File: src/rtl/vec_pkg.sv
// Fixed 32-bit elements and 8 registers; VlMax and NrLanes must be powers of two, VlMax >= NrLanes
`default_nettype none

package vec_pkg;

  //////////////////////////////
  // Machine sizes
  //////////////////////////////

  localparam int unsigned NrLanes     = 4;
  localparam int unsigned ElemWidth   = 32;
  localparam int unsigned NrVRegs     = 8;
  localparam int unsigned VlMax       = 8;
  localparam int unsigned RowsPerLane = VlMax / NrLanes;
  localparam int unsigned QueueDepth  = 4;

  // Index widths, kept at least one bit wide
  localparam int unsigned LaneIdxWidth = (NrLanes > 1) ? $clog2(NrLanes) : 1;
  localparam int unsigned RowIdxWidth  = (RowsPerLane > 1) ? $clog2(RowsPerLane) : 1;

  typedef logic [ElemWidth-1:0]   elem_t;
  typedef logic [2:0]             vreg_idx_t;
  typedef logic [3:0]             vl_t;
  typedef logic [RowIdxWidth-1:0] row_idx_t;
  // Row count per lane, holds 0 to RowsPerLane
  typedef logic [RowIdxWidth:0]   row_cnt_t;

  //////////////////////////////
  // Instructions
  //////////////////////////////

  typedef enum logic [2:0] {
    OP_VADD_VV  = 3'd0,
    OP_VSUB_VV  = 3'd1,
    OP_VAND_VV  = 3'd2,
    OP_VOR_VV   = 3'd3,
    OP_VXOR_VV  = 3'd4,
    OP_VADD_VX  = 3'd5,
    OP_VMV_VX   = 3'd6,
    OP_VEXTRACT = 3'd7
  } vec_op_e;

  // For OP_VEXTRACT the scalar field carries the element index
  typedef struct packed {
    vec_op_e   op;
    vreg_idx_t vd;
    vreg_idx_t vs1;
    vreg_idx_t vs2;
    elem_t     scalar;
    vl_t       vl;
  } vec_req_t;

  typedef struct packed {
    elem_t data;
  } vec_resp_t;

endpackage : vec_pkg

`default_nettype wire

File: src/rtl/vec_fifo.sv
// Show-ahead FIFO, no bypass; pushing while full or popping while empty is illegal
`timescale 1ns/1ps
`default_nettype none

module vec_fifo #(
  parameter type         payload_t = logic,
  parameter int unsigned Depth     = 4
) (
  input  logic     clk_i,
  input  logic     arst_n_i,
  input  logic     push_i,
  input  payload_t push_data_i,
  input  logic     pop_i,
  output logic     full_o,
  output logic     empty_o,
  output payload_t pop_data_o
);

  localparam int unsigned PtrWidth = (Depth > 1) ? $clog2(Depth) : 1;
  localparam int unsigned CntWidth = $clog2(Depth + 1);

  payload_t [Depth-1:0] mem_q;
  logic [PtrWidth-1:0]  wr_ptr_q;
  logic [PtrWidth-1:0]  rd_ptr_q;
  logic [CntWidth-1:0]  count_q;

  assign full_o     = (count_q == CntWidth'(Depth));
  assign empty_o    = (count_q == '0);
  assign pop_data_o = mem_q[rd_ptr_q];

  // Storage
  always_ff @(posedge clk_i) begin
    if (push_i) begin
      mem_q[wr_ptr_q] <= push_data_i;
    end
  end

  // Pointers wrap at Depth
  always_ff @(posedge clk_i or negedge arst_n_i) begin
    if (!arst_n_i) begin
      wr_ptr_q <= '0;
      rd_ptr_q <= '0;
      count_q  <= '0;
    end else begin
      if (push_i) begin
        wr_ptr_q <= (wr_ptr_q == PtrWidth'(Depth - 1)) ? '0 : wr_ptr_q + 1'b1;
      end
      if (pop_i) begin
        rd_ptr_q <= (rd_ptr_q == PtrWidth'(Depth - 1)) ? '0 : rd_ptr_q + 1'b1;
      end
      case ({push_i, pop_i})
        2'b10:   count_q <= count_q + 1'b1;
        2'b01:   count_q <= count_q - 1'b1;
        default: count_q <= count_q;
      endcase
    end
  end

  a_no_overflow_underflow : assert property (
    @(posedge clk_i) disable iff (!arst_n_i)
    !(push_i && full_o) && !(pop_i && empty_o)
  );

endmodule : vec_fifo

`default_nettype wire

File: src/rtl/vec_dispatcher.sv
// Clamps vl to VlMax on entry; no decode checks, every request is taken as given
`timescale 1ns/1ps
`default_nettype none

module vec_dispatcher import vec_pkg::*; (
  input  logic      clk_i,
  input  logic      arst_n_i,
  // Host side
  input  logic      req_valid_i,
  output logic      req_ready_o,
  input  vec_req_t  req_i,
  output logic      resp_valid_o,
  input  logic      resp_ready_i,
  output vec_resp_t resp_o,
  // Sequencer side
  output logic      seq_req_valid_o,
  input  logic      seq_req_ready_i,
  output vec_req_t  seq_req_o,
  input  logic      seq_resp_valid_i,
  output logic      seq_resp_ready_o,
  input  vec_resp_t seq_resp_i
);

  vec_req_t req_clamped;
  logic     ready_en_q;
  logic     insn_full;
  logic     insn_empty;
  logic     resp_full;
  logic     resp_empty;

  // Host ready stays low until the first edge after reset
  always_ff @(posedge clk_i or negedge arst_n_i) begin
    if (!arst_n_i) begin
      ready_en_q <= 1'b0;
    end else begin
      ready_en_q <= 1'b1;
    end
  end

  always_comb begin
    req_clamped = req_i;
    if (req_i.vl > vl_t'(VlMax)) begin
      req_clamped.vl = vl_t'(VlMax);
    end
  end

  assign req_ready_o = ready_en_q & ~insn_full;

  //////////////////////////////
  // Instruction queue
  //////////////////////////////

  vec_fifo #(
    .payload_t(vec_req_t ),
    .Depth    (QueueDepth)
  ) i_insn_queue (
    .clk_i      (clk_i                          ),
    .arst_n_i   (arst_n_i                       ),
    .push_i     (req_valid_i & req_ready_o      ),
    .push_data_i(req_clamped                    ),
    .pop_i      (seq_req_valid_o & seq_req_ready_i),
    .full_o     (insn_full                      ),
    .empty_o    (insn_empty                     ),
    .pop_data_o (seq_req_o                      )
  );

  assign seq_req_valid_o = ~insn_empty;

  //////////////////////////////
  // Response queue
  //////////////////////////////

  vec_fifo #(
    .payload_t(vec_resp_t),
    .Depth    (QueueDepth)
  ) i_resp_queue (
    .clk_i      (clk_i                              ),
    .arst_n_i   (arst_n_i                           ),
    .push_i     (seq_resp_valid_i & seq_resp_ready_o),
    .push_data_i(seq_resp_i                         ),
    .pop_i      (resp_valid_o & resp_ready_i        ),
    .full_o     (resp_full                          ),
    .empty_o    (resp_empty                         ),
    .pop_data_o (resp_o                             )
  );

  assign seq_resp_ready_o = ~resp_full;
  assign resp_valid_o     = ~resp_empty;

endmodule : vec_dispatcher

`default_nettype wire

File: config.mk
export PLATFORM = sky130hd
export DESIGN_NAME = vec_dispatcher
export DESIGN_NICKNAME = d
export VERILOG_FILES = /design/src/rtl/vec_pkg.sv /design/src/rtl/vec_fifo.sv /design/src/rtl/vec_dispatcher.sv
export SDC_FILE = /design/constraint.sdc
export NUM_CORES = 1
export LEC_CHECK = 0
export BUFFER_PORTS_ARGS = -buffer_cell sky130_fd_sc_hd__buf_2
export CORE_ASPECT_RATIO = 0.5
export CORE_MARGIN = 5
export CORE_UTILIZATION = 40
export CTS_BUF_LIST = sky130_fd_sc_hd__clkbuf_2
export DETAILED_ROUTE_END_ITERATION = 6
export GPL_TIMING_DRIVEN = 0
export PLACE_DENSITY_LB_ADDON = 0.05
export SYNTH_ARGS = -nofsm -noshare
export SYNTH_HDL_FRONTEND = slang
export SYNTH_SLANG_ARGS = --single-unit
File: constraint.sdc
create_clock -name clk_i -period 5.6 [get_ports clk_i]
set_input_delay 0.56 -clock clk_i [delete_from_list [all_inputs] [get_ports clk_i]]
set_output_delay 0.56 -clock clk_i [all_outputs]
set_load 0.02 [all_outputs]
==> results.ini, run 1 <==
[drt]
drc = 0
wirelength_mm = 24.69
routedWlPerCell_um = 18.75
first_pass_iters = 4
drt_iter0_markers = 258
num_vias = 6069
drtAntennaViolNets = 0
viasPerCell = 4.608

[power]
p_per_area_mw_per_mm2 = 473.2
worst_ir_drop_vdd_v = 0.0002171
p_leak_nw = 5.535
p_total_mw = 7.271

[logic_synthesis]
synth_edf_count = 320
yosys-top-cells-area = edfxtp_1 (77%), mux4_2 (14%), dfrtp_1 (3.0%), ha_1 (1.2%), mux2_2 (0.54%)
ys_warn_count = 0
synth_common_cells = edfxtp_1 (320), mux4_2 (80), dfrtp_1 (15)
ys_seq_elements = 335
syn-num-nets = 608
synth_top_cell_area_share_pct = 77.10
syn_inst = 508
synth.avg_cell_area_um2 = 24.53
yosysSeqAreaShare_pct = 80.11
synth_top_area_cell = edfxtp_1
synth-main-ff-cell = edfxtp_1
syn_area_mm2 = 0.01246
yosysUniqueCellTypes = 28
yosysMostFrequentCell = edfxtp_1
ys_async_sr_fraction_pct = 4.478

[worst_setup_path]
end_kind = primary output
crit_arrival_ns = 2.50
startpoint_type = flip-flop
path_class = reg2out
worstRegToRegCells = 9
required_ns = 5.04
cp_max_fo = 10

[die]
dieArea_mm2 = 0.03500
die_w_um = 259.6
num_rows = 45
fp.dieH_um = 134.8
boundaryPins = 170
coreArea_mm2 = 0.03052
start_util_pct = 40.84

[timing]
fmax_mhz = 326.6
setup_viol = 0
timing_hold_violations_final = 0
tns_ns = 0
rsz0062_at_grt = no
post-route-period-util_pct = 54.68
worst_slew_pin_slew_ns = 0.9504
whs_ns = 0.1608
layout_setup_ws_ns = 2.538
clock_skew_ns = 0.03633
finalMaxSlewViolations = 0
maxSlewHeadroom_pct = 36.64
period_minus_slack_ns = 3.062

[place]
dp_slack_ns = 3.214
dpl_cell_area_mm2 = 0.01385
dp_hpwl_mm = 13.88
gp_congestion = 0.6750
io_buffers = 169
dp.cells = 1100

[layout]
antenna_cells = 0
instances_no_fill = 1317
fin_area_mm2 = 0.01537
area_growth_pct = 23.30
fin_util_pct = 50.36
nNetsFinal = 939
drive_gt1_share_pct = 44.97

[min_path]
hold_path.class = in2reg
min_path_cells = 3

[clock_network]
root_buffer = clkbuf_2
cts_setup_buffers = 0
cts_max_level = 3
insertion_delay_ns = 0.85
cts_tree = done
clock_sinks = 335
cts_max_path_buffers = 3
path_clk_slew_ns = 0.10
cts_resized = 0
cts_buffers = 75

[status]
status = finished clean

[global_routing]
grt_overflow = 0
grt_antenna_before_repair = 0
track_usage_pct = 14.43
grt_max_degree = 49
grt_pass1_vias = 6907
grt_pass1_wl_mm = 38.32

[run]
maxCapViolCount = 0

-- registers in the layout, indices dropped and copies added, names as in the netlist --
name	cells
i_resp_queue.rd_ptr_q	2
i_resp_queue.wr_ptr_q	2
i_insn_queue.wr_ptr_q	2
i_insn_queue.rd_ptr_q	2
i_resp_queue.mem_q	128
i_insn_queue.count_q	3
i_insn_queue.mem_q	192
i_resp_queue.count_q	3
ready_en_q	1
-- kinds of logic (layout without fill, tap and decap cells) --
group / after synthesis / count (layout) / synth area share [%]
flip-flops: 335 / 335 / 80.11
other: 1 / 1 / 0.03009
adder cells (fa/ha/maj): 14 / 14 / 1.526
XOR/XNOR: 6 / 6 / 0.4216
multiplexers: 89 / 89 / 15.32
AO/OA/AOI/OAI: 3 / 3 / 0.1405
AND/OR/NAND/NOR: 26 / 26 / 1.195
buffers and inverters: 34 / 420 / 1.255
-- routing by layer --
layer / global-route usage, % / vias to the layer above / share of wire [%]
li1: - / 2839 / -
met3: 4.951 / 44 / 4.8
met1: 17.03 / 3067 / 41
met4: 5.101 / 0 / 2.0
met5: 0 / - / 0
met2: 24.95 / 119 / 52
-- final timing paths --
path | slack (ns) | startpoint | to
worst max-delay path | 2.54 | i_insn_queue.rd_ptr_q[0] | seq_req_o[10]
worst min-delay path | 0.16 | seq_req_ready_i | i_insn_queue.rd_ptr_q[0]
worst max register to register | 3.34 | i_resp_queue.count_q[1] | i_resp_queue.count_q[2]
worst min register to register | 0.48 | i_resp_queue.count_q[2] | i_resp_queue.count_q[2]
max in group asynchronous | 3.82 | arst_n_i | i_insn_queue.count_q[2]
min in group asynchronous | 0.57 | arst_n_i | i_insn_queue.rd_ptr_q[0]
-- report_power, final --
part / total, mW / switching (mW) / internal [mW]
Combinational: 2.50 / 1.45 / 1.05
Sequential: 3.27 / 0.105 / 3.16
Clock: 1.51 / 0.926 / 0.579
-- repair_timing --
action	CTS	global route
hold endpoints to repair	339	0
hold buffers	85	0
endpoints found under the setup margin	0	0
-- critical path, stage by stage, from the launching register on --
cell and delay (ns):
dfrtp_1 0.37, buf_2 0.16, buf_2 0.37, mux4_2 0.57
buf_2 0.18
-- placed cells by master, fill, tap and decap left out --
master / count
or3b_4: 1
bufinv_16: 1
clkbuf_2: 113
mux2_4: 2
clkinv_1: 13
buf_2: 180
buf_1: 3
a21boi_0: 1
nor2b_1: 3
mux4_2: 80
inv_2: 3
edfxtp_1: 320
or3_2: 1
conb_1: 1
xnor2_1: 2
and2_4: 5
dfrtp_1: 15
dlygate4sd3_1: 85
xor2_1: 4
mux2_2: 6
fa_1: 2
or3_1: 1
clkinvlp_4: 1
nand2_1: 4
clkbuf_1: 2
a21oi_1: 1
and3_2: 4
clkinv_2: 1
ha_1: 12
mux2i_1: 1
inv_1: 14
nor2_1: 7
buf_4: 4
o21ai_0: 1
-- cell type report --
type	instances	area, um^2
buffer	20	103.9
clock buffer	113	565.5
clock inverter	19	102.6
fill	2651	15150
inverter	14	52.55
multi-input combinational	139	2332
sequential	335	9985
tap	423	529.3
timing repair buffer	254	1697
No activity file was read; power rests on OpenSTA's default activity.
==> inputs of run 2 (changes only) <==
clock period = 3 ns   (was 5.6 ns; I/O delays follow)
==> results.ini, run 2 (synthesis results as in run 1) <==
[worst_setup_path]
crit_arrival_ns = 2.41  ; was 2.50 ns
r2r_start = i_resp_queue.count_q[1]  ; unchanged
startpoint_type = flip-flop  ; unchanged
crit_family = buffers and inverters  ; unchanged
r2r_slack_ns = 0.75  ; was 3.34 ns
cpPeakStageDelay_ns = 0.38  ; was 0.57 ns
end_kind = primary output  ; unchanged
crit_end = resp_o[4]  ; was seq_req_o[10]
crit_start = i_resp_queue.rd_ptr_q[1]  ; was i_insn_queue.rd_ptr_q[0]
worstRegToRegCells = 9  ; unchanged
cp_max_fo = 10  ; unchanged
required_ns = 2.70  ; was 5.04 ns
r2r-end = i_resp_queue.count_q[2]  ; unchanged
critPathBufInv = 3  ; unchanged
crit_cells = 4  ; unchanged
crit_chain = clkbuf_1 -> clkbuf_4 -> mux4_2 -> buf_2  ; was buf_2 -> buf_2 -> mux4_2 -> buf_2
crit_slowest_cell = dfrtp_1  ; was mux4_2
path_class = reg2out  ; unchanged

[place]
io_buffers = 169  ; unchanged
gp_congestion = 0.6750  ; unchanged
dp_hpwl_mm = 13.88  ; unchanged
dp_slack_ns = 0.7787  ; was 3.214 ns
dpl_cell_area_mm2 = 0.01385  ; unchanged

[clock_network]
cts_buffers = 75  ; unchanged
cts_max_level = 3  ; unchanged
cts_tree = done  ; unchanged
root_buffer = clkbuf_2  ; unchanged
cts_max_path_buffers = 3  ; unchanged
insertion_delay_ns = 0.85  ; about the same
path_clk_slew_ns = 0.13  ; was 0.10 ns
clock_sinks = 335  ; unchanged

[min_path]
hold_path.class = in2reg  ; unchanged
hp-start = seq_resp_i[22]  ; was seq_req_ready_i

[timing]
worst_slew_pin_slew_ns = 0.9448  ; was 0.9504 ns
post-route-period-util_pct = 90.39
layout_setup_ws_ns = 0.2882  ; was 2.538 ns
setup_viol = 0  ; unchanged
whs_ns = 0.1809  ; was 0.1608 ns
period_minus_slack_ns = 2.712
maxSlewHeadroom_pct = 37.01  ; was 36.64%
timing_hold_violations_final = 0  ; unchanged
rsz0062_at_grt = no  ; unchanged
fmax_mhz = 368.8
clock_skew_ns = 0.03675  ; was 0.03633 ns
finalMaxSlewViolations = 0  ; unchanged

[global_routing]
grt_antenna_before_repair = 0  ; unchanged
grt_pass1_vias = 6979  ; was 6907
track_usage_pct = 14.54  ; was 14.43%
grt_overflow = 0  ; unchanged
grt_pass1_wl_mm = 38.63  ; was 38.32 mm
grt_max_degree = 49  ; unchanged

[drt]
drc = 0  ; unchanged
num_vias = 6103  ; was 6069
first_pass_iters = 4  ; unchanged
wirelength_mm = 24.89  ; was 24.69 mm
drt_iter0_markers = 258  ; unchanged
viasPerCell = 4.592  ; was 4.608
routedWlPerCell_um = 18.73  ; was 18.75 um
drtAntennaViolNets = 0  ; unchanged

[layout]
reg_top3 = i_insn_queue.mem_q x192, i_resp_queue.mem_q x128  ; unchanged
final_cell_mix = edfxtp_1 (320), buf_2 (170), clkbuf_2 (116), dlygate4sd3_1 (97), mux4_2 (80)  ; was edfxtp_1 (320), buf_2 (180), clkbuf_2 (113), dlygate4sd3_1 (85), mux4_2 (80)
final_common_cell = edfxtp_1  ; unchanged
fin_util_pct = 50.88  ; was 50.36%
largest_register_ffs = 192  ; unchanged
area_growth_pct = 24.59  ; was 23.30%
top_register = i_insn_queue.mem_q  ; unchanged
antenna_cells = 0  ; unchanged
nNetsFinal = 951  ; was 939
drive_gt1_share_pct = 44.70  ; was 44.97%
fin_area_mm2 = 0.01553  ; was 0.01537 mm^2

[die]
die_w_um = 259.6  ; unchanged
fp.dieH_um = 134.8  ; unchanged
dieArea_mm2 = 0.03500  ; unchanged
num_rows = 45  ; unchanged
coreArea_mm2 = 0.03052  ; unchanged
start_util_pct = 40.84  ; unchanged
boundaryPins = 170  ; unchanged

[power]
p_total_mw = 13.65  ; was 7.271 mW
p_per_area_mw_per_mm2 = 879.1  ; was 473.2 mW/mm^2
worst_ir_drop_vdd_v = 0.0004081  ; was 0.0002171 V
p_leak_nw = 5.604  ; was 5.535 nW

[status]
status = finished clean  ; unchanged

[run]
maxCapViolCount = 0  ; unchanged

[run 2: metal layers]
metal  vias up  part of all wire (%)  track usage, %
met2       118                    52           25.22
met1      3086                    42           17.16
met4         0                   2.0           5.101
li1       2856                     -               -
met3        43                   4.7           4.933
met5         -                     0               0
[run 2: worst min path at each step]
stage / end / slack (ns) / cells after the start
6_report: i_resp_queue.mem_q[22] / 0.18 / 2
4_1_cts: i_insn_queue.mem_q[88] / 0.006 / 2
2_1_floorplan: i_insn_queue.count_q[0] / 0.004 / 0
3_5_place_dp: i_insn_queue.rd_ptr_q[0] / 0.25 / 1
5_1_grt: i_insn_queue.mem_q[68] / 0.002 / 2
3_3_place_gp: i_insn_queue.rd_ptr_q[0] / 0.25 / 1
[run 2: stage by stage]
| stage | std cells | TNS (ns) |
|---|---|---|
| after detailed placement | 1100 | 0 |
| final | 1329 | 0 |
| after floorplan | 508 | 0 |
| after CTS | 1329 | -0.03452 |
| after global routing | 1329 | 0 |
| after global placement | 1100 | -115.46 |
[run 2: timing repair]
item                       4_1_cts  5_1_grt
hold endpoints to repair       349        0
gates resized for setup          3       13
setup buffers                    0        0
pin swaps                        0        0
setup endpoints to repair       12       65
hold buffers                    97        0
[run 2: final cells by class]
cell class / count / area, um^2
fillers: 2642 / 14990
flip-flops and latches: 335 / 9985
multi-input cells: 139 / 2332
repair buffers: 266 / 1817
clock buffers: 113 / 565.5
well taps: 423 / 529.3
plain buffers: 20 / 143.9
clock inverters: 19 / 102.6
inverters: 14 / 52.55
[run 2: worst reg2reg max path: cells and delay by family, from the launching register on]
family	cells	cell delay, ns
flops	1	0.43
xor+xnor	2	0.30
fa+ha+maj	2	0.58
buf+inv	2	0.11
simple gates	3	0.75
[run 2: power by group]
group / internal (mW) / switching [mW] / total, mW
registers: 5.91 / 0.196 / 6.10
logic: 2.01 / 2.71 / 4.73
clock network: 1.08 / 1.74 / 2.82
total: 9.00 / 4.65 / 13.6
