$ cat config.mk
export PLATFORM = sky130hd
export DESIGN_NAME = vec_sequencer_flat
export DESIGN_NICKNAME = d
export VERILOG_FILES = /design/src/rtl/vec_pkg.sv /design/src/rtl/vec_lane_if.sv /design/src/rtl/vec_sequencer.sv /design/src/flat_wrapper.sv
export SDC_FILE = /design/constraint.sdc
export NUM_CORES = 1
export LEC_CHECK = 0
export BUFFER_PORTS_ARGS = -buffer_cell sky130_fd_sc_hd__buf_4
export CORE_AREA = 5 5 101 103
export DETAILED_ROUTE_END_ITERATION = 16
export DIE_AREA = 0 0 106 108
export PLACE_DENSITY = 0.8
export SETUP_SLACK_MARGIN = 0.05
export SYNTH_ARGS = -nofsm -noshare
export SYNTH_HDL_FRONTEND = slang
export SYNTH_SLANG_ARGS = --single-unit
$ cat constraint.sdc
create_clock -name clk_i -period 2.4 [get_ports clk_i]
set_clock_uncertainty 0.15 [all_clocks]
set_input_delay 0.24 -clock clk_i [delete_from_list [all_inputs] [get_ports clk_i]]
set_output_delay 0.24 -clock clk_i [all_outputs]
set_load 0.005 [all_outputs]
$ cat src/rtl/vec_pkg.sv
// Fixed 32-bit elements and 8 registers; VlMax and NrLanes must be powers of two, VlMax >= NrLanes
`default_nettype none

package vec_pkg;

  //////////////////////////////
  // Machine sizes
  //////////////////////////////

  localparam int unsigned NrLanes     = 4;
  localparam int unsigned ElemWidth   = 32;
  localparam int unsigned NrVRegs     = 8;
  localparam int unsigned VlMax       = 8;
  localparam int unsigned RowsPerLane = VlMax / NrLanes;
  localparam int unsigned QueueDepth  = 4;

  // Index widths, kept at least one bit wide
  localparam int unsigned LaneIdxWidth = (NrLanes > 1) ? $clog2(NrLanes) : 1;
  localparam int unsigned RowIdxWidth  = (RowsPerLane > 1) ? $clog2(RowsPerLane) : 1;

  typedef logic [ElemWidth-1:0]   elem_t;
  typedef logic [2:0]             vreg_idx_t;
  typedef logic [3:0]             vl_t;
  typedef logic [RowIdxWidth-1:0] row_idx_t;
  // Row count per lane, holds 0 to RowsPerLane
  typedef logic [RowIdxWidth:0]   row_cnt_t;

  //////////////////////////////
  // Instructions
  //////////////////////////////

  typedef enum logic [2:0] {
    OP_VADD_VV  = 3'd0,
    OP_VSUB_VV  = 3'd1,
    OP_VAND_VV  = 3'd2,
    OP_VOR_VV   = 3'd3,
    OP_VXOR_VV  = 3'd4,
    OP_VADD_VX  = 3'd5,
    OP_VMV_VX   = 3'd6,
    OP_VEXTRACT = 3'd7
  } vec_op_e;

  // For OP_VEXTRACT the scalar field carries the element index
  typedef struct packed {
    vec_op_e   op;
    vreg_idx_t vd;
    vreg_idx_t vs1;
    vreg_idx_t vs2;
    elem_t     scalar;
    vl_t       vl;
  } vec_req_t;

  typedef struct packed {
    elem_t data;
  } vec_resp_t;

endpackage : vec_pkg

`default_nettype wire

$ cat src/rtl/vec_lane_if.sv
// Instruction fields must stay stable from the issue pulse until every lane has pulsed done
`timescale 1ns/1ps
`default_nettype none

interface vec_lane_if import vec_pkg::*; ();

  // Broadcast from the sequencer
  logic      issue;
  vec_op_e   op;
  vreg_idx_t vd;
  vreg_idx_t vs1;
  vreg_idx_t vs2;
  elem_t     scalar;
  vl_t       vl;

  // One entry per lane, each lane drives only its own
  logic  [NrLanes-1:0] done;
  elem_t [NrLanes-1:0] rdata;

  modport seq (
    output issue,
    output op,
    output vd,
    output vs1,
    output vs2,
    output scalar,
    output vl,
    input  done,
    input  rdata
  );

  modport lane (
    input  issue,
    input  op,
    input  vd,
    input  vs1,
    input  vs2,
    input  scalar,
    input  vl,
    output done,
    output rdata
  );

endinterface : vec_lane_if

`default_nettype wire

$ cat src/rtl/vec_sequencer.sv
// One instruction in flight at a time; a pop needs room in the response queue first
`timescale 1ns/1ps
`default_nettype none

module vec_sequencer import vec_pkg::*; (
  input  logic       clk_i,
  input  logic       arst_n_i,
  // Dispatcher side
  input  logic       req_valid_i,
  output logic       req_ready_o,
  input  vec_req_t   req_i,
  output logic       resp_valid_o,
  input  logic       resp_ready_i,
  output vec_resp_t  resp_o,
  // Lanes
  vec_lane_if.seq    lane_if
);

  typedef enum logic [1:0] {
    SEQ_IDLE,
    SEQ_ISSUE,
    SEQ_WAIT
  } seq_state_e;

  seq_state_e          state_q;
  vec_req_t            insn_q;
  logic [NrLanes-1:0]  pending_q;
  logic [LaneIdxWidth-1:0] src_lane;

  // Pop only when idle and the response has somewhere to go
  assign req_ready_o  = (state_q == SEQ_IDLE) & resp_ready_i;
  // All lanes reported in an earlier cycle
  assign resp_valid_o = (state_q == SEQ_WAIT) & (pending_q == '0);

  //////////////////////////////
  // Broadcast
  //////////////////////////////

  assign lane_if.issue  = (state_q == SEQ_ISSUE);
  assign lane_if.op     = insn_q.op;
  assign lane_if.vd     = insn_q.vd;
  assign lane_if.vs1    = insn_q.vs1;
  assign lane_if.vs2    = insn_q.vs2;
  assign lane_if.scalar = insn_q.scalar;
  assign lane_if.vl     = insn_q.vl;

  // Element k sits in lane k mod NrLanes
  assign src_lane = insn_q.scalar[LaneIdxWidth-1:0];

  always_comb begin
    resp_o.data = '0;
    if (insn_q.op == OP_VEXTRACT) begin
      resp_o.data = lane_if.rdata[src_lane];
    end
  end

  // Instruction register, held until the response is pushed
  always_ff @(posedge clk_i) begin
    if (req_valid_i && req_ready_o) begin
      insn_q <= req_i;
    end
  end

  always_ff @(posedge clk_i or negedge arst_n_i) begin
    if (!arst_n_i) begin
      state_q   <= SEQ_IDLE;
      pending_q <= '0;
    end else begin
      case (state_q)
        SEQ_IDLE: begin
          if (req_valid_i && req_ready_o) begin
            state_q <= SEQ_ISSUE;
          end
        end
        SEQ_ISSUE: begin
          pending_q <= '1;
          state_q   <= SEQ_WAIT;
        end
        SEQ_WAIT: begin
          pending_q <= pending_q & ~lane_if.done;
          // Response leaves this cycle
          if (pending_q == '0) begin
            state_q <= SEQ_IDLE;
          end
        end
        default: state_q <= SEQ_IDLE;
      endcase
    end
  end

  // Lanes only answer an issued instruction
  a_no_done_when_idle : assert property (
    @(posedge clk_i) disable iff (!arst_n_i)
    (state_q == SEQ_IDLE) |-> (lane_if.done == '0)
  );

endmodule : vec_sequencer

`default_nettype wire

$ cat src/flat_wrapper.sv
// flat-port wrapper written by rule: the top's interface ports become plain ports
module vec_sequencer_flat import vec_pkg::*;
  (clk_i, arst_n_i, req_valid_i, req_ready_o, req_i, resp_valid_o, resp_ready_i, resp_o, lane_if_issue, lane_if_op, lane_if_vd, lane_if_vs1, lane_if_vs2, lane_if_scalar, lane_if_vl, lane_if_done, lane_if_rdata);
  vec_lane_if lane_if_i ();
  input  logic clk_i;
  input  logic arst_n_i;
  input  logic req_valid_i;
  output logic req_ready_o;
  input  vec_req_t req_i;
  output logic resp_valid_o;
  input  logic resp_ready_i;
  output vec_resp_t resp_o;
  output wire logic [$bits(lane_if_i.issue)-1:0] lane_if_issue;
  output wire logic [$bits(lane_if_i.op)-1:0] lane_if_op;
  output wire logic [$bits(lane_if_i.vd)-1:0] lane_if_vd;
  output wire logic [$bits(lane_if_i.vs1)-1:0] lane_if_vs1;
  output wire logic [$bits(lane_if_i.vs2)-1:0] lane_if_vs2;
  output wire logic [$bits(lane_if_i.scalar)-1:0] lane_if_scalar;
  output wire logic [$bits(lane_if_i.vl)-1:0] lane_if_vl;
  input wire logic [$bits(lane_if_i.done)-1:0] lane_if_done;
  input wire logic [$bits(lane_if_i.rdata)-1:0] lane_if_rdata;
  assign lane_if_issue = lane_if_i.issue;
  assign lane_if_op = lane_if_i.op;
  assign lane_if_vd = lane_if_i.vd;
  assign lane_if_vs1 = lane_if_i.vs1;
  assign lane_if_vs2 = lane_if_i.vs2;
  assign lane_if_scalar = lane_if_i.scalar;
  assign lane_if_vl = lane_if_i.vl;
  assign lane_if_i.done = lane_if_done;
  assign lane_if_i.rdata = lane_if_rdata;
  vec_sequencer u_core (.clk_i(clk_i), .arst_n_i(arst_n_i), .req_valid_i(req_valid_i), .req_ready_o(req_ready_o), .req_i(req_i), .resp_valid_o(resp_valid_o), .resp_ready_i(resp_ready_i), .resp_o(resp_o), .lane_if(lane_if_i));
endmodule
==> key figures, run 1 <==
CTS
  – Sink Count: 54
  – Post-CTS setup buffers: 0
  – Total CTS buffers: 5
  – Number of H-tree levels: 2
  – Clk slew on worst S/H paths: 0.10 ns
  – Worst skew pair latency: 0.30 ns
  – Clock buffer depth: 2
  – CTS resizes: 0
  – CTS root buf: clkbuf_8
  – # hold bufs at CTS: 49
  – CTS tree: built

Placement
  – Placed inst area: 4910 sq um
  – Port bufs: 266
  – RD Place Congestion: 0.861
  – DP Wirelength: 9120 microns
  – Pre-CTS WS: 0.534 ns

Drt
  – 1st-pass router iterations: 4
  – Post-DRT Antenna Nets: 0
  – Wirelength, routed: 11400 microns
  – Drt drc: 0
  – Via density: 4.70
  – Drt initial violations: 127
  – WL/cell: 19.6 microns
  – Via count: 2739

STA
  – Fin crit period: 2.19 ns
  – Setup TNS: 0 ns
  – Final setup viols: 0
  – Worst hold margin: 0.0749 ns
  – Fmax: 457 MHz
  – Tcrit/Tclk final: 0.912
  – Worst Tran Pin Value: 0.364 ns
  – Final Hold Viols: 0
  – Final Max Slew Viols: 0
  – RSZ-0062 raised after global routing: no
  – Worst slew margin: 0.755
  – PnR worst setup slack: 0.210 ns

Synthesis
  – Synth top area share: 0.522
  – Area contributors post-synth: edfxtp_1 (52%), mux4_2 (26%), nor2b_1 (7.5%)
  – Synth top cells by count: edfxtp_1 (48), nor2b_1 (33), mux4_2 (32)
  – Synthesized Nets: 341
  – Sequential element share of the synthesized area: 0.576
  – Number of flops mapped to enable cells by yosys: 48
  – Yosys reg bits: 54
  – Biggest area consumer among synthesized cells: edfxtp_1
  – Async S/R FF share, synth: 0.111
  – Top FF cell, synth: edfxtp_1
  – Most common cell in the synthesized netlist: edfxtp_1
  – Synth cell types: 17
  – Ys Warns: 0
  – Avg Inst Size Synth: 18.0 sq um
  – Syn Inst Count: 153
  – Post-Syn Area: 2760 sq um

Worst setup path
  – Worst Setup Start Kind: register
  – Worst R2R End: u_core.lane_if.vl[3]
  – Reg-to-reg slack, setup: 0.69 ns
  – FF-to-FF Start: u_core.state_q[1]
  – CP Capture Type: output port
  – CP Class: reg -> out
  – CP Data Required Time: 2.01 ns
  – Arrival time worst endpoint: 1.80 ns
  – CP Max Fanout: 29
  – Cells on worst reg2reg path: 4

Die
  – Core ar.: 9110 sq um
  – Die width: 106 microns
  – Initial Utilization: 0.303
  – Full die area: 11400 sq um
  – # IOs: 267
  – Core Rows: 35
  – Die Y: 108 microns

Cells and area
  – Area grow syn2layout: 99.8%
  – Fraction of layout cells with a size suffix above 1: 0.667
  – Final Cell Area: 5520 sq um
  – Final nets: 659
  – ANT cells: 0

Power
  – Power per standard cell area: 527 nW/um^2
  – Max VDD drop: 0.000478 V
  – Leakage: 2.46 nW

Global route
  – Initial antenna violation count: 0
  – Vias in the first global route: 3095
  – Pin count of the biggest net entering global routing: 49
  – First-pass GRT wire length: 16600 microns
  – Gr ovfl total: 0
  – Gr usage total: 0.187

Min path
  – Hold WC Path Type: in -> reg
  – Worst hold path stage count: 3
  – Hold Startpoint: lane_if_done[1]
  – Hold Path End: u_core.pending_q[1]

Job
  – Max-Cap Viols: 0

Outcome
  – Outcome: complete, no violations
==> worst max path at each step <==
stage,startpoint,endpoint,slack [ns]
CTS,u_core.lane_if.scalar[0],resp_o[4],0.18
floorplan,u_core.state_q[0],u_core.lane_if.op[0],0.53
global placement,u_core.lane_if.scalar[0],resp_o[23],0.56
global route,u_core.lane_if.scalar[0],resp_o[11],0.1
finish,u_core.lane_if.scalar[0],resp_o[11],0.21
detailed placement,u_core.lane_if.scalar[0],resp_o[4],0.53
==> power breakdown <==
part           total (mW)  leakage (nW)  internal, mW  switching (mW)
Combinational        1.04          1.90         0.656           0.387
Clock               0.629        0.0563         0.318           0.311
Sequential           1.23         0.506          1.18          0.0535
==> registers in the layout (all words and copies together), names as in the netlist <==
register and count:
u_core.lane_if.vs1 3, u_core.lane_if.vd 3, u_core.state_q 2, u_core.lane_if.vl 4, u_core.pending_q 4, u_core.lane_if.vs2 3, u_core.lane_if.scalar 32, u_core.lane_if.op 3
==> critical path: stages (launching register included) <==
cell      delay (ns)
edfxtp_1        0.41
buf_12          0.26
mux4_2          0.53
nor2b_1         0.15
buf_4           0.13
==> metal layers <==
layer / GRT usage / part of all wire
met1: 0.181 / 0.31
met2: 0.381 / 0.57
met3: 0.0669 / 0.10
met4: 0.0352 / 0.010
met5: 0 / 0
==> cell usage in the layout (no fill, tap or decap), drive strengths merged, types with 4 or more instances in the layout <==
cell type,netlist,layout
nor2b,33,33
a21o,4,4
edfxtp,48,48
inv,3,4
dfrtp,6,6
mux4,32,32
ha,4,4
clkbuf,3,5
buf,7,272
dlygate4sd3,0,49
nand2,5,5
==> cell families (layout without fill, tap and decap cells) <==
logic type / after synthesis / count (layout) / share of synthesized area
multiplexers: 34 / 34 / 0.269
flip-flops: 54 / 54 / 0.576
AO/OA/AOI/OAI: 5 / 5 / 0.0140
buffers and inverters: 13 / 332 / 0.0299
adder cells (fa/ha/maj): 4 / 4 / 0.0181
AND/OR/NAND/NOR: 43 / 43 / 0.0924
==> cell type report <==
cell class,count,area (sq um)
clock buffer,5,68.8
inverter,3,11.3
clock inverter,3,48.8
fill,720,3590
multi-input combinational,86,1090
tap,111,139
sequential,54,1590
timing repair buffer,321,2570
==> per-stage QoR <==
stage          cells  power (mW)   util
2_1_floorplan    153        1.71      -
3_3_place_gp     526        2.20  0.539
3_5_place_dp     526        2.24  0.539
4_1_cts          583        2.94  0.606
5_1_grt          583        3.07  0.606
6_report         583        2.91  0.606
Note: power is estimated with default switching activity, not from simulation.
==> inputs of run 2 (changes only) <==
--- a/config.mk
+++ b/config.mk
@@ -6,10 +6,11 @@
 export NUM_CORES = 1
 export LEC_CHECK = 0
 export BUFFER_PORTS_ARGS = -buffer_cell sky130_fd_sc_hd__buf_4
-export CORE_AREA = 5 5 101 103
+export CORE_AREA = 5 5 99 101
+export CTS_BUF_LIST = sky130_fd_sc_hd__clkbuf_4
 export DETAILED_ROUTE_END_ITERATION = 16
-export DIE_AREA = 0 0 106 108
-export PLACE_DENSITY = 0.8
+export DIE_AREA = 0 0 104 106
+export PLACE_DENSITY = 0.82
 export SETUP_SLACK_MARGIN = 0.05
 export SYNTH_ARGS = -nofsm -noshare
 export SYNTH_HDL_FRONTEND = slang
==> run 2 against run 1 <==
  * Die area shrank 3.7%
  * Clock-buffer cell count is the same
  * Critical path depth is the same
  * Core utilization grew 1.1 points
  * Flip-flop and latch count is the same
  * Combinational power is essentially flat
  * Hold slack lost 0.016 ns
  * Sequential share of layout area grew 0.059 points
  * Fmax shrank 2.5%
  * Critical path type unchanged
  * Cell count grew 0.51%
  * Sequential power is essentially flat
  * Highest routed layer unchanged
  * First-iteration DRC count shrank 37%
==> key figures, run 2 (same netlist as run 1, synthesis figures left out) <==
Outcome
  – Outcome: complete, no violations

CTS
  – Total CTS buffers: 5
  – CTS root buf: clkbuf_4
  – CTS tree: built
  – Clk slew on worst S/H paths: 0.14 ns
  – Number of H-tree levels: 2
  – Sink Count: 54
  – Clock buffer depth: 2
  – Worst skew pair latency: 0.35 ns
  – Post-CTS setup buffers: 0

Die
  – Full die area: 11000 sq um
  – Die Y: 106 microns
  – Core ar.: 8930 sq um
  – Initial Utilization: 0.309
  – Core Rows: 35
  – Die width: 104 microns
  – # IOs: 267

Min path
  – Hold WC Path Type: in -> async

Cells and area
  – Seq. cell area: 1590 sq um
  – Commonest non-fill, non-tap cell in the layout: buf_4
  – Final Instance Count excl. Fillers: 586
  – Number of flip-flops in the largest register: 32
  – Multi-input gate area: 1090 sq um
  – Final Cell Area: 5510 sq um
  – Util after Layout: 0.616
  – Fraction of layout cells with a size suffix above 1: 0.661
  – Commonest cells after routing, fill and taps aside: buf_4 (267), dlygate4sd3_1 (53), edfxtp_1 (48), nor2b_1 (33), mux4_2 (32)
  – Final nets: 662
  – ANT cells: 0
  – Area grow syn2layout: 99.4%
  – Filler instances: 654

STA
  – Worst slew margin: 0.763
  – Final Max Slew Viols: 0
  – PnR worst setup slack: 0.153 ns
  – Fmax: 445 MHz
  – Final Hold Viols: 0
  – Worst Tran Pin Value: 0.352 ns
  – Worst hold margin: 0.0589 ns
  – Setup TNS: 0 ns
  – Final setup viols: 0
  – Fin crit period: 2.25 ns
  – RSZ-0062 raised after global routing: no
  – Tcrit/Tclk final: 0.936

Placement
  – Pre-CTS WS: 0.505 ns
  – Port bufs: 266
  – RD Place Congestion: 0.885
  – DP Wirelength: 8800 microns
  – Placed inst area: 4890 sq um
  – Inst Count DP: 524

Drt
  – Top sig layer: met4
  – 1st-pass router iterations: 4
  – Metal-1 WL: 3580 microns
  – Post-DRT Antenna Nets: 0
  – Wirelength, routed: 11700 microns
  – Via count: 2747
  – WL/cell: 20.0 microns
  – Via density: 4.69
  – DR WL met2: 6920 microns
  – Met3 Wirelength: 1070 microns
  – Drt initial violations: 80
  – Drt drc: 0

Worst setup path
  – CP Class: reg -> out
  – CP Data Required Time: 2.01 ns
  – CP Capture Type: output port
  – Arrival time worst endpoint: 1.86 ns
  – Worst Setup Start Kind: register
  – CP Max Fanout: 16

Global route
  – Gr usage total: 0.201
  – Pin count of the biggest net entering global routing: 49
  – Gr ovfl total: 0
  – Vias in the first global route: 3142
  – Initial antenna violation count: 0
  – First-pass GRT wire length: 17300 microns

Power
  – Combinational Power Share: 0.393
  – Leakage: 2.46 nW
  – Tot Pwr: 2.69 mW
  – Clock Power Share: 0.146
  – Power per standard cell area: 489 nW/um^2
  – Max VDD drop: 0.000404 V
  – Int Pwr: 1.96 mW
  – Seq pwr share: 0.461
  – Psw: 729 uW
  – Sw Share: 0.271

Job
  – Max-Cap Viols: 0
run 2: changes by cell type in the layout (fill, tap and decap cells not counted), moves of 2 or more:
| cell | before | now |
|---|---|---|
| clkbuf_8 | 5 | 0 |
| clkinv_2 | 0 | 2 |
| dlygate4sd3_1 | 49 | 53 |
| clkbuf_4 | 0 | 5 |
| buf_4 | 269 | 267 |
run 2: path summary, 6_finish.rpt:
| kind | cells after the start | to | start | slack, ns |
|---|---|---|---|---|
| worst max-delay path | 4 | resp_o[7] | u_core.lane_if.scalar[0] | 0.15 |
| worst min-delay path | 2 | u_core.state_q[0] | arst_n_i | 0.06 |
| worst max register to register | 4 | u_core.lane_if.scalar[0] | u_core.state_q[0] | 0.71 |
| worst min register to register | 1 | u_core.pending_q[2] | u_core.pending_q[2] | 0.36 |
| max in group asynchronous | 2 | u_core.state_q[1] | arst_n_i | 1.93 |
| min in group clk_i | 4 | u_core.state_q[0] | req_valid_i | 0.29 |
run 2: timing repair:
item,in CTS,in global routing
resized for setup,0,0
hold endpoints to repair,57,1
setup endpoints to repair,0,25
hold buffers,52,1
run 2: layout make-up:
| cell class | instances | area share |
|---|---|---|
| well taps | 111 | 0.0252 |
| repair buffers | 324 | 0.476 |
| inverters | 3 | 0.00204 |
| multi-input cells | 86 | 0.198 |
| clock inverters | 3 | 0.00341 |
| clock buffers | 5 | 0.00682 |
| flip-flops and latches | 54 | 0.289 |
run 2: power groups by stage:
stage	Sequential (mW)	Clock, mW	Combinational (mW)
floorplan	1.26	0	0.449
global placement	1.25	0	0.945
detailed placement	1.26	0	0.980
CTS	1.24	0.408	1.05
global route	1.25	0.458	1.14
finish	1.24	0.393	1.06
run 2: per-layer routing:
layer	global-route usage	up-vias
li1	-	1250
met1	0.191	1326
met2	0.402	159
met3	0.0741	12
met4	0.0481	0
met5	0	-
run 2: worst max-delay path, cell delays in order (launching register included):
cell       delay, ns
edfxtp_1        0.46
clkbuf_16       0.24
mux4_2          0.50
nor2b_1         0.14
buf_4           0.15
==> inputs of run 3 (changes only) <==
--- a/config.mk
+++ b/config.mk
@@ -5,13 +5,14 @@
 export SDC_FILE = /design/constraint.sdc
 export NUM_CORES = 1
 export LEC_CHECK = 0
+export ABC_AREA = 1
 export BUFFER_PORTS_ARGS = -buffer_cell sky130_fd_sc_hd__buf_4
-export CORE_AREA = 5 5 99 101
+export CORE_AREA = 5 5 101 103
 export CTS_BUF_LIST = sky130_fd_sc_hd__clkbuf_4
 export DETAILED_ROUTE_END_ITERATION = 16
-export DIE_AREA = 0 0 104 106
-export PLACE_DENSITY = 0.82
-export SETUP_SLACK_MARGIN = 0.05
+export DIE_AREA = 0 0 106 108
+export PLACE_DENSITY = 0.85
+export SETUP_SLACK_MARGIN = 0.2
 export SYNTH_ARGS = -nofsm -noshare
 export SYNTH_HDL_FRONTEND = slang
 export SYNTH_SLANG_ARGS = --single-unit
==> run 3 against run 2 <==
  * Die area increased by 3.8%
  * Sequential share of layout area decreased by 1.9 points
  * Critical path depth increased by 3
  * Clock-buffer cell count unchanged
  * Clock power decreased by 1%
  * Cell count increased by 47%
==> key figures, run 3 <==
Drt
  – Drt initial violations: 186
  – Met3 Wirelength: 1200 microns
  – DR WL met2: 7150 microns
  – 1st-pass router iterations: 5
  – WL/cell: 15.7 microns
  – Post-DRT Antenna Nets: 0
  – Top sig layer: met4
  – Via count: 3975
  – Via density: 4.62
  – Wirelength, routed: 13500 microns
  – Drt drc: 0
  – Metal-1 WL: 4870 microns

STA
  – Tcrit/Tclk final: 0.888
  – Final setup viols: 0
  – Fin crit period: 2.13 ns
  – Worst Tran Pin Value: 0.450 ns
  – RSZ-0062 raised after global routing: yes
  – Fmax: 469 MHz
  – Final Max Slew Viols: 0
  – Final Hold Viols: 0
  – Worst slew margin: 0.700
  – Setup TNS: 0 ns

Placement
  – Placed inst area: 5290 sq um
  – DP Wirelength: 9680 microns
  – Port bufs: 266
  – RD Place Congestion: 0.914

Die
  – Initial Utilization: 0.352
  – Core ar.: 9110 sq um
  – Core Rows: 35
  – Die width: 106 microns
  – Die Y: 108 microns
  – Full die area: 11400 sq um
  – # IOs: 267

Worst setup path
  – Buf+Inv Stages, Crit Path: 3
  – Crit path max-delay family: flip-flops
  – Arrival time worst endpoint: 1.74 ns
  – CP Capture Type: output port
  – Max incr delay on CP: 0.51 ns
  – CP Data Required Time: 2.01 ns
  – Worst Setup Start Kind: register
  – Cells on worst reg2reg path: 5
  – Slowest CP cell: edfxtp_1
  – CP dominant cell by count: nand2_1
  – Number of cells on the critical path: 7
  – CP Class: reg -> out
  – CP Max Fanout: 12
  – CP Cell Sequence: buf_4 > clkinv_2 > nand2_1 > nand2_1 > nand2_1 > a21oi_1 > buf_4

CTS
  – Clock buffer depth: 2
  – Clk slew on worst S/H paths: 0.15 ns
  – Worst skew pair latency: 0.35 ns
  – Number of H-tree levels: 2
  – Total CTS buffers: 5
  – Sink Count: 54
  – CTS root buf: clkbuf_4
  – CTS tree: built

Global route
  – Gr usage total: 0.223
  – First-pass GRT wire length: 20500 microns
  – Pin count of the biggest net entering global routing: 66
  – Gr ovfl total: 0
  – Initial antenna violation count: 0
  – Vias in the first global route: 3981

Min path
  – Hold WC Path Type: in -> async

Synthesis
  – Avg Inst Size Synth: 7.31 sq um
  – Post-Syn Area: 3200 sq um
  – Ys Warns: 0
  – Yosys reg bits: 54
  – Syn Inst Count: 438
  – Synth cell types: 13
  – Most common cell in the synthesized netlist: nand2_1
  – Sequential element share of the synthesized area: 0.497
  – Async S/R FF share, synth: 0.111
  – Synthesized Nets: 626
  – Area contributors post-synth: edfxtp_1 (45%), nand2_1 (25%), inv_1 (8.2%)
  – Synth top cells by count: nand2_1 (213), inv_1 (70), edfxtp_1 (48)
  – Synth top area share: 0.450
  – Top FF cell, synth: edfxtp_1
  – Number of flops mapped to enable cells by yosys: 48
  – Biggest area consumer among synthesized cells: edfxtp_1

Cells and area
  – Final Cell Area: 5900 sq um
  – Area grow syn2layout: 84.2%
  – Util after Layout: 0.648
  – Fraction of layout cells with a size suffix above 1: 0.380
  – Final nets: 938
  – ANT cells: 0
  – Commonest non-fill, non-tap cell in the layout: buf_4
  – Number of flip-flops in the largest register: 32
  – Commonest cells after routing, fill and taps aside: buf_4 (271), nand2_1 (213), inv_1 (70), dlygate4sd3_1 (53), edfxtp_1 (48)

Outcome
  – Outcome: complete, no violations

Power
  – Max VDD drop: 0.000517 V
  – Power per standard cell area: 467 nW/um^2
  – Leakage: 3.18 nW

Job
  – Max-Cap Viols: 0
-- run 3: changes by cell type after synthesis, sizes merged, moves of 2 or more --
| cell | previous run | this run |
|---|---|---|
| nand2 | 5 | 213 |
| a21oi | 0 | 32 |
| and2 | 2 | 0 |
| mux2 | 2 | 0 |
| nor2b | 33 | 0 |
| a21o | 4 | 0 |
| mux4 | 32 | 0 |
| nor2 | 0 | 4 |
| inv | 3 | 72 |
| buf | 7 | 20 |
| nand3 | 1 | 35 |
-- run 3: stage by stage --
stage	power (mW)	std cells	worst slack, ns	hold WS, ns
after detailed placement	2.30	799	0.520	-0.0980
after floorplan	1.74	438	0.411	-0.206
after global placement	2.25	799	0.516	-0.103
after CTS	2.76	859	0.200	0.0418
final	2.76	861	0.268	0.0440
after global routing	2.95	861	0.164	0.0281
-- run 3: routing by layer --
metal  GRT usage  vias up
li1            -     1964
met1       0.248     1744
met2       0.424      245
met3      0.0585       22
met4      0.0564        0
met5           0        -
-- run 3: power breakdown --
group | total [mW] | switching (mW) | internal, mW | leakage [nW]
Sequential | 1.25 | 0.0636 | 1.18 | 0.507
Clock | 0.388 | 0.276 | 0.112 | 0.0314
Combinational | 1.12 | 0.549 | 0.574 | 2.64
-- run 3: path summary, 6_finish.rpt --
check / start / endpoint / slack, ns
setup reg to reg: u_core.state_q[1] / u_core.lane_if.scalar[19] / 0.70
min in group clk_i: resp_ready_i / u_core.state_q[0] / 0.21
setup / recovery: u_core.lane_if.scalar[0] / resp_o[24] / 0.27
hold reg to reg: u_core.pending_q[2] / u_core.pending_q[2] / 0.35
hold / removal: arst_n_i / u_core.state_q[1] / 0.04
max in group asynchronous: arst_n_i / u_core.pending_q[1] / 1.94
-- run 3: worst register-to-register path, cell delays in order (launching register included) --
cell and delay, ns:
dfrtp_1 0.44, inv_1 0.11, ha_1 0.18, nand2_1 0.11, nor2_4 0.12, buf_12 0.25
-- run 3: repair_timing --
action,in CTS,in global routing
endpoints found under the hold margin,58,0
resized for setup,4,3
hold buffers,53,0
setup buffers,0,1
setup endpoints to repair,23,31
gates cloned,0,1
-- run 3: final cells by class --
| type | count | area, sq um |
|---|---|---|
| clock buffer | 5 | 37.5 |
| clock inverter | 2 | 13.8 |
| fill | 747 | 3210 |
| inverter | 72 | 277 |
| multi-input combinational | 289 | 1210 |
| sequential | 54 | 1590 |
| tap | 111 | 139 |
| timing repair buffer | 327 | 2630 |
| timing repair inverter | 1 | 5.00 |
-- run 3: logic make-up after synthesis --
logic type                 count (synthesis)  share of synthesized area
and+or+nand+nor                          252                      0.309
AOI/OAI and AO/OA                         33                     0.0516
buffers and inverters                     95                      0.127
adders and majority gates                  4                     0.0156
DFF                                       54                      0.497
